### config.mk
export PLATFORM = sky130hd
export DESIGN_NAME = id_stage_top
export DESIGN_NICKNAME = d
export VERILOG_FILES = /design/src/id_pkg.sv /design/src/rvc_expander.sv /design/src/push_sequencer.sv /design/src/push_step_counter.sv /design/src/push_uop_gen.sv /design/src/issue_reg.sv /design/src/id_stage_top.sv
export SDC_FILE = /design/constraint.sdc
export NUM_CORES = 1
export LEC_CHECK = 0
export BUFFER_PORTS_ARGS = -buffer_cell sky130_fd_sc_hd__buf_4
export CAP_MARGIN = 40
export CORE_MARGIN = 1
export CORE_UTILIZATION = 55
export CTS_CLUSTER_SIZE = 40
export DETAILED_ROUTE_END_ITERATION = 10
export PLACE_DENSITY = 0.88
export SLEW_MARGIN = 15
export SYNTH_ARGS = -nofsm -noshare
export SYNTH_HDL_FRONTEND = slang
export SYNTH_HIERARCHICAL = 1
export SYNTH_SLANG_ARGS = --single-unit
### constraint.sdc
create_clock -name clk_i -period 22.4 [get_ports clk_i]
set_input_delay 4.48 -clock clk_i [delete_from_list [all_inputs] [get_ports clk_i]]
set_output_delay 4.48 -clock clk_i [all_outputs]
set_load 0.05 [all_outputs]
### src/id_pkg.sv
// --------------------------------------------------------------------------
// Decode stage package
// Instruction and field types, major opcodes, register numbers and the
// state encoding of the cm.push sequencer
// --------------------------------------------------------------------------
package id_pkg;

  // ------------------------------------------------------------------------
  // Instruction and field types
  // ------------------------------------------------------------------------
  // Full 32-bit instruction word
  typedef logic [31:0] instr_t;
  // Compressed 16-bit instruction
  typedef logic [15:0] cinstr_t;
  // Architectural register number
  typedef logic [4:0] reg_idx_t;
  // Register-list field of cm.push
  typedef logic [3:0] rlist_t;
  // Micro-op index within a macro, 0 to 11
  typedef logic [3:0] step_t;

  // ------------------------------------------------------------------------
  // Major opcodes
  // ------------------------------------------------------------------------
  localparam logic [6:0] OPC_STORE  = 7'b0100011;
  localparam logic [6:0] OPC_OP_IMM = 7'b0010011;
  localparam logic [6:0] OPC_OP     = 7'b0110011;
  localparam logic [6:0] OPC_JALR   = 7'b1100111;
  localparam logic [6:0] OPC_JAL    = 7'b1101111;
  localparam logic [6:0] OPC_BRANCH = 7'b1100011;

  // ------------------------------------------------------------------------
  // Register numbers used by the push expansion
  // ------------------------------------------------------------------------
  localparam reg_idx_t REG_RA = 5'd1;
  localparam reg_idx_t REG_SP = 5'd2;
  localparam reg_idx_t REG_S0 = 5'd8;
  localparam reg_idx_t REG_S1 = 5'd9;

  // Push sequencer states
  typedef enum logic [1:0] {
    IDLE,
    STORE,
    ADJUST
  } push_state_e;

endpackage

### src/rvc_expander.sv
// --------------------------------------------------------------------------
// Compressed instruction expander
// Expands C.NOP/C.ADDI, C.LI, C.MV, C.ADD and C.JR to 32-bit encodings,
// detects cm.push and flags every other compressed encoding as illegal
// --------------------------------------------------------------------------
`timescale 1ns/1ns

module rvc_expander
  import id_pkg::*;
(
  input  instr_t       instr_i,
  output instr_t       instr_o,
  output logic         compressed_o,
  output logic         illegal_o,
  output logic         push_o,
  output rlist_t       rlist_o,
  output logic [1:0]   spimm_o
);

  cinstr_t     c;
  reg_idx_t    rd;
  reg_idx_t    rs2;
  logic [11:0] imm12;
  logic        push_enc;
  logic        rlist_ok;

  assign c     = instr_i[15:0];
  assign rd    = c[11:7];
  assign rs2   = c[6:2];
  // Sign-extended CI immediate
  assign imm12 = {{7{c[12]}}, c[6:2]};

  // cm.push fields, only meaningful when push_enc is set
  assign rlist_o  = c[7:4];
  assign spimm_o  = c[3:2];
  assign push_enc = (c[15:8] == 8'b1011_1000) && (c[1:0] == 2'b10);
  // rlist 0..3 are reserved, 15 is outside the supported register range
  assign rlist_ok = (rlist_o >= 4'd4) && (rlist_o != 4'd15);

  always_comb begin
    instr_o      = instr_i;
    compressed_o = 1'b0;
    illegal_o    = 1'b0;
    push_o       = 1'b0;

    if (c[1:0] != 2'b11) begin
      compressed_o = 1'b1;
      // Default for anything outside the subset
      instr_o      = {16'h0000, c};
      illegal_o    = 1'b1;

      unique case (c[1:0])
        2'b01: begin
          unique case (c[15:13])
            // C.ADDI, C.NOP when rd is x0
            3'b000: begin
              instr_o   = {imm12, rd, 3'b000, rd, OPC_OP_IMM};
              illegal_o = 1'b0;
            end
            // C.LI
            3'b010: begin
              instr_o   = {imm12, 5'd0, 3'b000, rd, OPC_OP_IMM};
              illegal_o = 1'b0;
            end
            default: ;
          endcase
        end

        2'b10: begin
          if (c[15:13] == 3'b100) begin
            if (!c[12]) begin
              if (rs2 != 5'd0) begin
                // C.MV
                instr_o   = {7'b0, rs2, 5'd0, 3'b000, rd, OPC_OP};
                illegal_o = 1'b0;
              end else if (rd != 5'd0) begin
                // C.JR
                instr_o   = {12'h000, rd, 3'b000, 5'd0, OPC_JALR};
                illegal_o = 1'b0;
              end
            end else if (rs2 != 5'd0) begin
              // C.ADD
              instr_o   = {7'b0, rs2, rd, 3'b000, rd, OPC_OP};
              illegal_o = 1'b0;
            end
          end else if (push_enc && rlist_ok) begin
            // The word itself is replaced by micro-ops downstream
            illegal_o = 1'b0;
            push_o    = 1'b1;
          end
        end

        default: ;
      endcase
    end
  end

endmodule

### src/push_sequencer.sv
// --------------------------------------------------------------------------
// cm.push sequencer
// Steps through the store micro-ops and the final stack adjust, and holds
// fetch until the adjust is written to the issue register
// --------------------------------------------------------------------------
`timescale 1ns/1ns

module push_sequencer
  import id_pkg::*;
(
  input  logic clk_i,
  input  logic rst_ni,
  input  logic flush_i,
  input  logic push_i,
  input  logic load_i,
  input  logic last_store_i,
  output logic step_en_o,
  output logic step_clr_o,
  output logic uop_sel_o,
  output logic active_o,
  output logic stall_o
);

  push_state_e state_q, state_d;

  always_comb begin
    state_d    = state_q;
    step_en_o  = 1'b0;
    step_clr_o = 1'b0;
    uop_sel_o  = 1'b0;
    active_o   = 1'b0;
    stall_o    = 1'b0;

    unique case (state_q)
      IDLE: begin
        // First store goes out in the same cycle the macro is seen
        if (push_i) begin
          active_o = 1'b1;
          stall_o  = 1'b1;
          if (load_i) begin
            if (last_store_i) begin
              state_d = ADJUST;
            end else begin
              step_en_o = 1'b1;
              state_d   = STORE;
            end
          end
        end
      end

      STORE: begin
        active_o = 1'b1;
        stall_o  = 1'b1;
        if (load_i) begin
          if (last_store_i) begin
            state_d = ADJUST;
          end else begin
            step_en_o = 1'b1;
          end
        end
      end

      ADJUST: begin
        // Fetch is released on the cycle the adjust loads
        active_o  = 1'b1;
        uop_sel_o = 1'b1;
        if (load_i) begin
          step_clr_o = 1'b1;
          state_d    = IDLE;
        end
      end

      default: state_d = IDLE;
    endcase

    if (flush_i) begin
      state_d    = IDLE;
      step_clr_o = 1'b1;
    end
  end

  always_ff @(posedge clk_i or negedge rst_ni) begin
    if (!rst_ni) begin
      state_q <= IDLE;
    end else begin
      state_q <= state_d;
    end
  end

endmodule

### src/push_step_counter.sv
// --------------------------------------------------------------------------
// Push step counter
// Counts accepted store micro-ops and flags the last one of the macro
// --------------------------------------------------------------------------
`timescale 1ns/1ns

module push_step_counter
  import id_pkg::*;
(
  input  logic  clk_i,
  input  logic  rst_ni,
  input  logic  en_i,
  input  logic  clr_i,
  input  step_t count_i,
  output step_t step_o,
  output logic  last_o
);

  step_t step_q;

  // Clear wins over a step
  always_ff @(posedge clk_i or negedge rst_ni) begin
    if (!rst_ni) begin
      step_q <= '0;
    end else if (clr_i) begin
      step_q <= '0;
    end else if (en_i) begin
      step_q <= step_q + 4'd1;
    end
  end

  assign step_o = step_q;
  assign last_o = (step_q == count_i - 4'd1);

endmodule

### src/push_uop_gen.sv
// --------------------------------------------------------------------------
// Push micro-op generator
// Builds the sw micro-op for the current step, or the addi that moves the
// stack pointer once all registers are stored
// --------------------------------------------------------------------------
`timescale 1ns/1ns

module push_uop_gen
  import id_pkg::*;
(
  input  step_t      step_i,
  input  rlist_t     rlist_i,
  input  logic [1:0] spimm_i,
  input  logic       adjust_i,
  output instr_t     uop_o,
  output step_t      count_o
);

  reg_idx_t    src_reg;
  logic [11:0] st_off;
  logic [11:0] base_sz;
  logic [11:0] stack_sz;
  logic [11:0] adj_imm;

  // rlist 4 stores ra only, each further value adds one s register
  assign count_o = rlist_i - 4'd3;

  // Register order is ra, s0, s1, then s2 upwards from x18
  always_comb begin
    unique case (step_i)
      4'd0:    src_reg = REG_RA;
      4'd1:    src_reg = REG_S0;
      4'd2:    src_reg = REG_S1;
      default: src_reg = reg_idx_t'({1'b0, step_i} + 5'd15);
    endcase
  end

  // Store offset is -4 * (step + 1) from sp
  assign st_off = 12'd0 - {5'd0, ({1'b0, step_i} + 5'd1), 2'b00};

  // ------------------------------------------------------------------------
  // Stack adjust, register area rounded to 16 bytes plus 16 * spimm
  // ------------------------------------------------------------------------
  assign base_sz  = ({6'd0, count_o, 2'b00} + 12'd15) & 12'hff0;
  assign stack_sz = base_sz + {6'd0, spimm_i, 4'b0000};
  assign adj_imm  = 12'd0 - stack_sz;

  always_comb begin
    if (adjust_i) begin
      uop_o = {adj_imm, REG_SP, 3'b000, REG_SP, OPC_OP_IMM};
    end else begin
      uop_o = {st_off[11:5], src_reg, REG_SP, 3'b010, st_off[4:0], OPC_STORE};
    end
  end

endmodule

### src/issue_reg.sv
// --------------------------------------------------------------------------
// ID/issue pipeline register
// Holds one decoded entry until the issue side acknowledges it
// --------------------------------------------------------------------------
`timescale 1ns/1ns

module issue_reg
  import id_pkg::*;
#(
  parameter int unsigned AddrWidth = 32
) (
  input  logic                 clk_i,
  input  logic                 rst_ni,
  input  logic                 flush_i,
  input  logic                 fetch_valid_i,
  input  logic                 stall_i,
  input  instr_t               instr_i,
  input  logic [AddrWidth-1:0] pc_i,
  input  logic                 compressed_i,
  input  logic                 illegal_i,
  input  logic                 ack_i,
  output logic                 load_o,
  output logic                 fetch_ready_o,
  output logic                 valid_o,
  output instr_t               instr_o,
  output logic [AddrWidth-1:0] pc_o,
  output logic                 compressed_o,
  output logic                 illegal_o,
  output logic                 ctrl_flow_o
);

  logic valid_q;
  logic ctrl_flow;

  // Slot is free when empty or retiring this cycle
  assign load_o        = (!valid_q || ack_i) && fetch_valid_i && !flush_i;
  assign fetch_ready_o = load_o && !stall_i;

  assign ctrl_flow = instr_i[6:0] inside {OPC_JAL, OPC_JALR, OPC_BRANCH};

  always_ff @(posedge clk_i or negedge rst_ni) begin
    if (!rst_ni) begin
      valid_q <= 1'b0;
    end else if (flush_i) begin
      valid_q <= 1'b0;
    end else if (load_o) begin
      valid_q <= 1'b1;
    end else if (ack_i) begin
      valid_q <= 1'b0;
    end
  end

  // Entry payload
  always_ff @(posedge clk_i) begin
    if (load_o) begin
      instr_o      <= instr_i;
      pc_o         <= pc_i;
      compressed_o <= compressed_i;
      illegal_o    <= illegal_i;
      ctrl_flow_o  <= ctrl_flow;
    end
  end

  assign valid_o = valid_q;

endmodule

### src/id_stage_top.sv
// --------------------------------------------------------------------------
// Instruction decode stage
// Compressed expansion, cm.push micro-op sequencing and the ID/issue
// pipeline register
// --------------------------------------------------------------------------
`timescale 1ns/1ns

module id_stage_top
  import id_pkg::*;
#(
  parameter int unsigned AddrWidth = 32
) (
  input  logic                 clk_i,
  input  logic                 rst_ni,
  input  logic                 flush_i,
  // Fetch side
  input  logic                 fetch_valid_i,
  input  instr_t               fetch_instr_i,
  input  logic [AddrWidth-1:0] fetch_pc_i,
  output logic                 fetch_ready_o,
  // Issue side
  output logic                 issue_valid_o,
  output instr_t               issue_instr_o,
  output logic [AddrWidth-1:0] issue_pc_o,
  output logic                 issue_compressed_o,
  output logic                 issue_illegal_o,
  output logic                 issue_ctrl_flow_o,
  input  logic                 issue_ack_i
);

  instr_t     exp_instr;
  logic       exp_compressed;
  logic       exp_illegal;
  logic       push;
  rlist_t     rlist;
  logic [1:0] spimm;

  logic       step_en;
  logic       step_clr;
  logic       uop_sel;
  logic       active;
  logic       stall;
  logic       load;
  logic       last_store;
  step_t      step;
  step_t      count;
  instr_t     uop;

  instr_t     sel_instr;
  logic       sel_compressed;
  logic       sel_illegal;

  rvc_expander i_rvc_expander (
    .instr_i      (fetch_instr_i),
    .instr_o      (exp_instr),
    .compressed_o (exp_compressed),
    .illegal_o    (exp_illegal),
    .push_o       (push),
    .rlist_o      (rlist),
    .spimm_o      (spimm)
  );

  push_sequencer i_push_sequencer (
    .clk_i        (clk_i),
    .rst_ni       (rst_ni),
    .flush_i      (flush_i),
    .push_i       (push),
    .load_i       (load),
    .last_store_i (last_store),
    .step_en_o    (step_en),
    .step_clr_o   (step_clr),
    .uop_sel_o    (uop_sel),
    .active_o     (active),
    .stall_o      (stall)
  );

  push_step_counter i_push_step_counter (
    .clk_i   (clk_i),
    .rst_ni  (rst_ni),
    .en_i    (step_en),
    .clr_i   (step_clr),
    .count_i (count),
    .step_o  (step),
    .last_o  (last_store)
  );

  push_uop_gen i_push_uop_gen (
    .step_i   (step),
    .rlist_i  (rlist),
    .spimm_i  (spimm),
    .adjust_i (uop_sel),
    .uop_o    (uop),
    .count_o  (count)
  );

  // Micro-ops replace the expanded word while a macro runs
  assign sel_instr      = active ? uop : exp_instr;
  assign sel_compressed = active ? 1'b1 : exp_compressed;
  assign sel_illegal    = active ? 1'b0 : exp_illegal;

  issue_reg #(
    .AddrWidth (AddrWidth)
  ) i_issue_reg (
    .clk_i         (clk_i),
    .rst_ni        (rst_ni),
    .flush_i       (flush_i),
    .fetch_valid_i (fetch_valid_i),
    .stall_i       (stall),
    .instr_i       (sel_instr),
    .pc_i          (fetch_pc_i),
    .compressed_i  (sel_compressed),
    .illegal_i     (sel_illegal),
    .ack_i         (issue_ack_i),
    .load_o        (load),
    .fetch_ready_o (fetch_ready_o),
    .valid_o       (issue_valid_o),
    .instr_o       (issue_instr_o),
    .pc_o          (issue_pc_o),
    .compressed_o  (issue_compressed_o),
    .illegal_o     (issue_illegal_o),
    .ctrl_flow_o   (issue_ctrl_flow_o)
  );

endmodule

==> out/metrics.cfg, run 1 <==
[drt]
drt_iter0_markers = 279
ant_nets = 0
wl_mm = 11.8
vias_per_cell = 5.66
wl_per_cell_um = 19.0
drc = 0
dr.pass1.iters = 5
num_vias = 3526

[timing]
min_period_over_period_pct = 49.1
setup_viol = 0
max_freq_mhz = 90.9
hold_viol = 0
rsz0062_at_grt = no
max_slew_margin_pct = 48.7
worst_slew_pin_slew_ns = 0.770
tns_ns = 0
drv_slew = 0
fin_skew_ns = 0.0113
period_needed_ns = 11.01

[clocking]
cts_root_buf = clkbuf_8
ctsResizeCount = 0
cts_setup_buffers = 0
cts_sinks = 74
ctsHtreeMaxLevel = 3
clock_latency_ns = 0.35
tritoncts = yes
cts_inserted_buffers = 9
hold_buffers = 0
clk_pin_slew_worst_paths_ns = 0.08
cts_buffer_depth = 2

[final_layout]
antennaDiodeCount = 0
fin_area_um2 = 5830
nets = 606
syn2layout_area_growth_pct = 26.1
drive_above_1_share_pct = 40.2

[power_and_ir_drop]
p_leak_nw = 2.47
vdd_ir_drop_max_v = 0.0000277
powerDensity_nw_per_um2 = 64.1

[min_path]
min_path_type = reg2reg
holdPathEnd = i_push_sequencer/state_q[0]
hold_path_depth = 2
hold_start = i_push_sequencer/state_q[0]

[floorplanning]
die_y_um = 93.6
io_pins = 138
rows = 33
fp.dieW_um = 93.6
core_um2 = 8180
start_util_pct = 56.5
die_area_um2 = 8770

[grt]
grt_antenna_before_repair = 0
grt_pass1_wl_mm = 18.1
grt_max_degree = 73
grt_pass1_vias = 3406
grtUsageTotal_pct = 28.1
grt-ovfl-total = 0

[placement]
post_dp_cell_area_um2 = 5540
place.gp.congestion = 0.932
numPortBuffers = 137
dp_hpwl_mm = 8.13

[worst_setup_path]
required_ns = 17.92
timing.rr.end = i_issue_reg/ctrl_flow_o
setup.worst_path.end_class = primary output
reg2reg_from = i_push_sequencer/state_q[1]
critPathArrivalTime_ns = 6.53
reg2reg_depth = 9
crit_path_top_delay_cell = ha_1
rrSetupSlack_ns = 19.75
cpMostUsedCell = buf_4
crit_fanout = 21
slowest_delay_ns = 0.65
cp_cell_sequence = buf_4, ha_1, inv_1, nand2_1, nor2_1, and2_1, o22a_1, nor4b_2, buf_4
path_class = in2out
cp-start-kind = input port

[yosys]
synthArstFlopShare_pct = 9.46
ys_seq_area_share_pct = 47.4
synth_cell_type_count = 67
syn_inst = 390
syn_area_per_cell_um2 = 11.8
ys.flop_type = edfxtp_1
ys_ff_latch = 74
ys_warn_count = 6
synth-edff-count = 67
syn-cell-area_um2 = 4620

[outcome]
run_status = finished clean

[flow_run]
drv_cap = 0

==> power by group <==
part           switching, mW  total [mW]  internal, mW
Sequential           0.00201       0.160         0.158
Clock                 0.0516       0.137        0.0854
Combinational         0.0464      0.0765        0.0302
==> cell type report <==
| class | instances | area (um2) |
|---|---|---|
| Fill cell | 568 | 2350 |
| Sequential cell | 74 | 2190 |
| Multi-Input combinational cell | 269 | 2110 |
| Timing Repair Buffer | 140 | 1060 |
| Clock inverter | 6 | 138 |
| Tap cell | 105 | 131 |
| Clock buffer | 9 | 124 |
| Inverter | 20 | 75.1 |
==> worst max path at each step <==
stage | startpoint | end | slack, ns
2_1_floorplan | issue_ack_i | i_push_sequencer/state_q[1] | 11.19
3_3_place_gp | fetch_instr_i[0] | fetch_ready_o | 11.53
3_5_place_dp | fetch_instr_i[1] | fetch_ready_o | 11.42
4_1_cts | fetch_instr_i[1] | fetch_ready_o | 11.43
5_1_grt | fetch_instr_i[1] | fetch_ready_o | 11.20
6_report | fetch_instr_i[1] | fetch_ready_o | 11.39
==> per-layer routing <==
metal / share of wire [%] / global-route usage [%] / vias up
met5: 0 / 0 / -
met4: 2.0 / 7.69 / 0
met3: 8.0 / 6.91 / 22
met2: 48 / 47.7 / 161
met1: 42 / 35.6 / 1714
li1: - / - / 1629
==> metrics by stage <==
step	hold slack [ns]	utilization [%]	std cells	power (mW)	setup slack, ns
2_1_floorplan	0.559	-	401	0.214	11.19
3_5_place_dp	0.649	67.8	607	0.237	11.42
5_1_grt	0.691	71.3	623	0.386	11.20
3_3_place_gp	0.624	67.8	607	0.236	11.53
4_1_cts	0.664	71.0	622	0.374	11.43
6_report	0.663	71.3	623	0.374	11.39
==> synth_stat cells (all sizes together) (2+ instances only) <==
cell type  number  area [um2]
nand3           7        35.0
a21oi          13        65.1
ha             23         288
xor2            5        43.8
clkbuf          6        22.5
nor3b           5        37.5
a21o            4        30.0
a211oi          2        15.0
o31ai           4        30.0
nand4           4        25.0
nor3            9        55.1
mux2           33         477
edfxtp         67        2010
nand2          28         105
o21ai          12        63.8
nor4b           2        30.0
nor2           28         105
conb            2        7.51
nor2b           9        73.8
a32oi           4        35.0
dfrtp           7         175
buf            32         280
inv            20        75.1
a21boi          3        22.5
and2            8        51.3
or2             3        18.8
o311ai          2        17.5
and3            2        12.5
a22o            5        43.8
o21ba           2        20.0
nor4            2        18.8
or3             3        18.8
o31a            2        17.5
xnor2          12         105
==> registers in the layout, indices dropped and copies added, names as in the netlist <==
register                    flops
i_issue_reg/valid_o             1
i_issue_reg/pc_o               32
i_push_sequencer/state_q        2
i_push_step_counter/step_o      4
i_issue_reg/instr_o            32
i_issue_reg/illegal_o           1
i_issue_reg/compressed_o        1
i_issue_reg/ctrl_flow_o         1
==> placed cells by master, fill, tap and decap left out, drive strengths merged, types with 3 or more instances in the layout <==
master and instances:
ha 23, or3 3, bufinv 4, inv 22, nor2 28, a32oi 4
nor2b 9, o31ai 4, xnor2 12, nand4 4, a21oi 13, dfrtp 7
xor2 5, o21ai 12, a21o 4, mux2 33, nand2 28, and2 8
edfxtp 67, a22o 5, a21boi 3, buf 140, nor3b 5, clkbuf 9
or2 3, conb 13, nand3 7, nor3 9
==> worst max-delay path: cells and delay by family <==
family | cells | cell delay (ns)
simple gates | 4 | 0.66
fa+ha+maj | 1 | 0.65
buf+inv | 3 | 0.52
compound gates | 1 | 0.20
==> cell families after synthesis <==
logic type | after synthesis | synth area share [%]
simple gates | 116 | 13.9
flops | 74 | 47.4
compound gates | 66 | 10.4
buf+inv | 58 | 8.18
mux | 34 | 10.5
fa+ha+maj | 23 | 6.23
xor+xnor | 17 | 3.22
other cells | 2 | 0.163
Note: power is estimated with default switching activity, not from simulation.
==> inputs of run 2 (changes only) <==
- CORE_UTILIZATION: 55 -> 52
- PLACE_DENSITY: 0.88 -> 0.84
- clock period: 22.4 -> 11.4 ns (I/O delays scaled with it)
==> out/metrics.cfg, run 2 (synthesis gave the netlist of run 1 again) <==
[timing]
setup_ws_ns = 4.83  ; -6.57 ns
min_period_over_period_pct = 57.7
period_needed_ns = 6.57
hold_viol = 0  ; unchanged
fin_skew_ns = 0.00960  ; -0.00165 ns
holdWs_ns = 0.644  ; -0.0190 ns
rsz0062_at_grt = no
max_freq_mhz = 152
worst_slew_pin_slew_ns = 0.810  ; +0.0395 ns
drv_slew = 0  ; unchanged
max_slew_margin_pct = 46.0  ; -2.6 points
tns_ns = 0  ; unchanged
setup_viol = 0  ; unchanged

[clocking]
ctsResizeCount = 0  ; unchanged
cts_inserted_buffers = 9  ; unchanged
cts_buffer_depth = 2  ; unchanged
cts_sinks = 74  ; unchanged
clk_pin_slew_worst_paths_ns = 0.07  ; about the same
hold_buffers = 0  ; unchanged
cts_root_buf = clkbuf_8
cts_setup_buffers = 0  ; unchanged
tritoncts = yes
ctsHtreeMaxLevel = 3  ; unchanged
clock_latency_ns = 0.34  ; about the same

[worst_setup_path]
reg2reg_from = i_push_sequencer/state_q[0]
path_class = in2out
setup.worst_path.end_class = primary output
startpoint = fetch_instr_i[0]
reg2reg_depth = 6  ; -3
required_ns = 9.12  ; -8.80 ns
crit_fanout = 21  ; unchanged
timing.rr.end = i_issue_reg/instr_o[31]
cp-start-kind = input port
rrSetupSlack_ns = 8.74  ; -11.01 ns
critPathArrivalTime_ns = 4.29  ; -2.24 ns

[power_and_ir_drop]
p_leak_nw = 2.45  ; -0.82%
powerDensity_nw_per_um2 = 118  ; +84%
vdd_ir_drop_max_v = 0.0000532  ; +92%

[flow_run]
drv_cap = 0  ; unchanged

[grt]
grt_max_degree = 73  ; unchanged
grt_antenna_before_repair = 0  ; unchanged
grt-ovfl-total = 0  ; unchanged
grt_pass1_vias = 3290  ; -3.4%
grt_pass1_wl_mm = 16.1  ; -11%
gr-usage-met2_pct = 39.5  ; -8.1 points
grt_util_met1_pct = 28.7  ; -6.9 points
gr-usage-met3_pct = 5.85  ; -1.1 points
grtUsageTotal_pct = 23.4  ; -4.7 points
top_usage_layer = met2

[drt]
drc = 0  ; unchanged
wl_per_cell_um = 16.8  ; -12%
vias_per_cell = 5.51  ; -2.6%
dr.pass1.iters = 4  ; -1
ant_nets = 0  ; unchanged
wl_mm = 10.5  ; -11%
drt_iter0_markers = 191  ; -32%
num_vias = 3455  ; -2.0%

[final_layout]
nFillCells = 644  ; +13%
drive_above_1_share_pct = 40.1  ; -0.077 points
mostFrequentLayoutCells = 139 x buf_4, 67 x edfxtp_1, 28 x mux2_4, 28 x nand2_1, 27 x nor2_1
nets = 606  ; unchanged
syn2layout_area_growth_pct = 25.4
fin_area_um2 = 5790  ; -0.56%
fin_util_pct = 66.8  ; -4.5 points
final_common_cell = buf_4
antennaDiodeCount = 0  ; unchanged

[min_path]
hold_start = i_push_sequencer/state_q[0]
holdPathEnd = i_push_sequencer/state_q[0]
min_path_type = reg2reg
hold_path_depth = 2  ; unchanged

[placement]
place.gp.congestion = 0.996  ; +6.9%
numPortBuffers = 137  ; unchanged
dp_hpwl_mm = 7.91  ; -2.8%
post_dp_cell_area_um2 = 5550  ; about the same
place_ws_ns = 4.84  ; -6.58 ns

[floorplanning]
start_util_pct = 53.2  ; -3.3 points
fp.dieW_um = 96.2  ; +2.8%
rows = 34  ; +3.0%
core_um2 = 8680  ; +6.2%
io_pins = 138  ; unchanged
die_y_um = 96.2  ; +2.8%
die_area_um2 = 9260  ; +5.6%

[outcome]
run_status = finished clean

[run 2: cell types whose count changed in the layout (fill, tap and decap cells not counted)]
cell and change:
clkinv_2 +1, inv_6 -1, clkinvlp_4 +1, buf_12 -1, bufinv_16 -2, clkinv_4 +1
buf_16 +1, clkbuf_1 +1
[run 2: critical path, cell delays in order]
cell     delay (ns)
buf_4          0.11
ha_1           0.67
inv_1          0.15
nand2_1        0.12
nor2_1         0.08
and2_1         0.20
o22a_1         0.20
nor4b_2        0.25
buf_4          0.24
[run 2: layer usage]
metal,routed length [um],vias up
met1,4390,1618
met5,0,-
li1,-,1631
met2,4920,183
met4,235,0
met3,978,23
[run 2: per-stage QoR]
stage	total power, mW	std cells
final	0.684	627
after global routing	0.713	627
after CTS	0.688	626
after detailed placement	0.466	610
after global placement	0.462	610
after floorplan	0.420	401
[run 2: final cells by class]
class	count	area [um2]	area share, %
Clock inverter	6	90.1	1.56
Multi-Input combinational cell	269	2110	36.4
Inverter	20	75.1	1.30
Tap cell	108	135	2.33
Clock buffer	10	128	2.20
Sequential cell	74	2190	37.8
Timing Repair Buffer	140	1070	18.5
[run 2: report_power, final]
part | internal, mW | switching, mW
registers | 0.310 | 0.00346
logic | 0.0596 | 0.0888
clock network | 0.124 | 0.0976
[run 2: worst max-delay path by stage]
stage,endpoint
finish,fetch_ready_o
global route,fetch_ready_o
CTS,fetch_ready_o
detailed placement,fetch_ready_o
global placement,fetch_ready_o
floorplan,i_push_sequencer/state_q[1]
==> inputs of run 3 (changes only) <==
- clock period: 11.4 -> 6.35 ns (I/O delays scaled with it)
==> out/metrics.cfg, run 3 (synthesis gave the netlist of run 1 again) <==
[outcome]
run_status = finished clean

[timing]
fin_skew_ns = 0.0111  ; +0.00153 ns
rsz0062_at_grt = no
worst_slew_pin_slew_ns = 0.760  ; -0.0497 ns
period_needed_ns = 4.54
min_period_over_period_pct = 71.5
drv_slew = 0  ; unchanged
tns_ns = 0  ; unchanged
setup_viol = 0  ; unchanged
max_slew_margin_pct = 49.3  ; +3.3 points
max_freq_mhz = 220
hold_viol = 0  ; unchanged

[floorplanning]
die_area_um2 = 9260  ; unchanged
core_um2 = 8680  ; unchanged
start_util_pct = 53.2  ; unchanged
fp.dieW_um = 96.2  ; unchanged
die_y_um = 96.2  ; unchanged
rows = 34  ; unchanged
io_pins = 138  ; unchanged

[final_layout]
nFillCells = 678  ; +5.3%
drive_above_1_share_pct = 40.1  ; unchanged
nets = 607  ; +0.17%
antennaDiodeCount = 0  ; unchanged
fin_util_pct = 66.5  ; -0.29 points
mostFrequentLayoutCells = 139 x buf_4, 67 x edfxtp_1, 28 x mux2_4, 28 x nand2_1, 27 x nor2_1
final_common_cell = buf_4
syn2layout_area_growth_pct = 24.9

[clocking]
cts_inserted_buffers = 9  ; unchanged
ctsHtreeMaxLevel = 3  ; unchanged
cts_buffer_depth = 2  ; unchanged
cts_setup_buffers = 0  ; unchanged
ctsResizeCount = 0  ; unchanged
cts_sinks = 74  ; unchanged
tritoncts = yes
hold_buffers = 0  ; unchanged
clock_latency_ns = 0.34  ; about the same
cts_root_buf = clkbuf_8
clk_pin_slew_worst_paths_ns = 0.08  ; about the same

[worst_setup_path]
cpMostUsedCell = buf_4
slowest_delay_ns = 0.65  ; -0.02 ns
setup.worst_path.end_class = primary output
required_ns = 5.08  ; -4.04 ns
cp-start-kind = input port
crit_family = adder cells
critPathArrivalTime_ns = 3.27  ; -1.02 ns
crit_fanout = 21  ; unchanged
cp_cell_sequence = buf_4, ha_1, inv_1, nand2_1, nor2_1, and2_1, o22a_1, nor4b_2, buf_4
crit_path_top_delay_cell = ha_1
worst-path-buf-inv = 3  ; unchanged
path_class = in2out

[flow_run]
drv_cap = 0  ; unchanged

[drt]
wl_mm = 10.1  ; -4.2%
vias_per_cell = 5.43  ; -1.5%
num_vias = 3404  ; -1.5%
drc = 0  ; unchanged
drt_iter0_markers = 188  ; -1.6%
ant_nets = 0  ; unchanged
dr.pass1.iters = 4  ; unchanged
wl_per_cell_um = 16.1  ; -4.2%

[power_and_ir_drop]
vdd_ir_drop_max_v = 0.000109  ; +100%
p_leak_nw = 2.44  ; -0.48%
total_power_mw = 1.13  ; +66%
powerDensity_nw_per_um2 = 196  ; +66%

[grt]
grt-ovfl-total = 0  ; unchanged
grt_antenna_before_repair = 0  ; unchanged
grt_pass1_vias = 3118  ; -5.2%
grtUsageTotal_pct = 22.6  ; -0.79 points
grt_max_degree = 73  ; unchanged
grt_pass1_wl_mm = 15.6  ; -3.0%

[placement]
dp_hpwl_mm = 7.60  ; -3.9%
place.gp.congestion = 0.895  ; -10%
numPortBuffers = 137  ; unchanged

[min_path]
min_path_type = reg2reg

==> run 3: worst paths after layout <==
kind                                             start                            end  slack [ns]  cells after the start
hold reg to reg            i_push_sequencer/state_q[0]    i_push_sequencer/state_q[0]        0.66                      2
hold / removal             i_push_sequencer/state_q[0]    i_push_sequencer/state_q[0]        0.66                      2
min in group asynchronous                       rst_ni    i_push_sequencer/state_q[0]        0.72                      1
setup reg to reg           i_push_sequencer/state_q[0]        i_issue_reg/instr_o[31]        3.68                      6
setup / recovery                      fetch_instr_i[0]                  fetch_ready_o        1.81                      9
max in group asynchronous                       rst_ni  i_push_step_counter/step_o[2]        5.50                      1
==> run 3: power breakdown <==
part           internal (mW)  leakage [nW]  switching, mW
registers              0.557         0.721        0.00576
logic                  0.107          1.64          0.158
clock network          0.137        0.0823          0.168
==> run 3: stage by stage <==
step / instance area [um2] / setup slack [ns] / instances / hold slack [ns]
finish: 5770 / 1.81 / 627 / 0.658
CTS: 5740 / 1.82 / 626 / 0.660
global route: 5770 / 1.59 / 627 / 0.706
detailed placement: 5580 / 1.84 / 611 / 0.649
floorplan: 4660 / 1.14 / 401 / 0.559
global placement: 5550 / 1.90 / 610 / 0.620
==> run 3: worst register-to-register path, cell delays in order, from the launching register on <==
cell	delay, ns
dfrtp_1	0.45
inv_1	0.13
ha_1	0.65
inv_1	0.26
o2111a_1	0.22
a311oi_1	0.54
mux2_2	0.28
==> run 3: per-layer routing <==
metal,routed length [um],track usage [%],vias up
li1,-,-,1634
met3,908,5.69,9
met1,4310,30.4,1608
met5,0,0,-
met4,73,5.10,0
met2,4780,36.6,153
==> run 3: final cells by class <==
class | instances | area, um2 | share of cell area [%]
Clock inverter | 6 | 35.0 | 0.607
Multi-Input combinational cell | 269 | 2110 | 36.6
Timing Repair Buffer | 141 | 1100 | 19.0
Tap cell | 108 | 135 | 2.34
Inverter | 20 | 75.1 | 1.30
Sequential cell | 74 | 2190 | 37.9
Clock buffer | 9 | 124 | 2.15
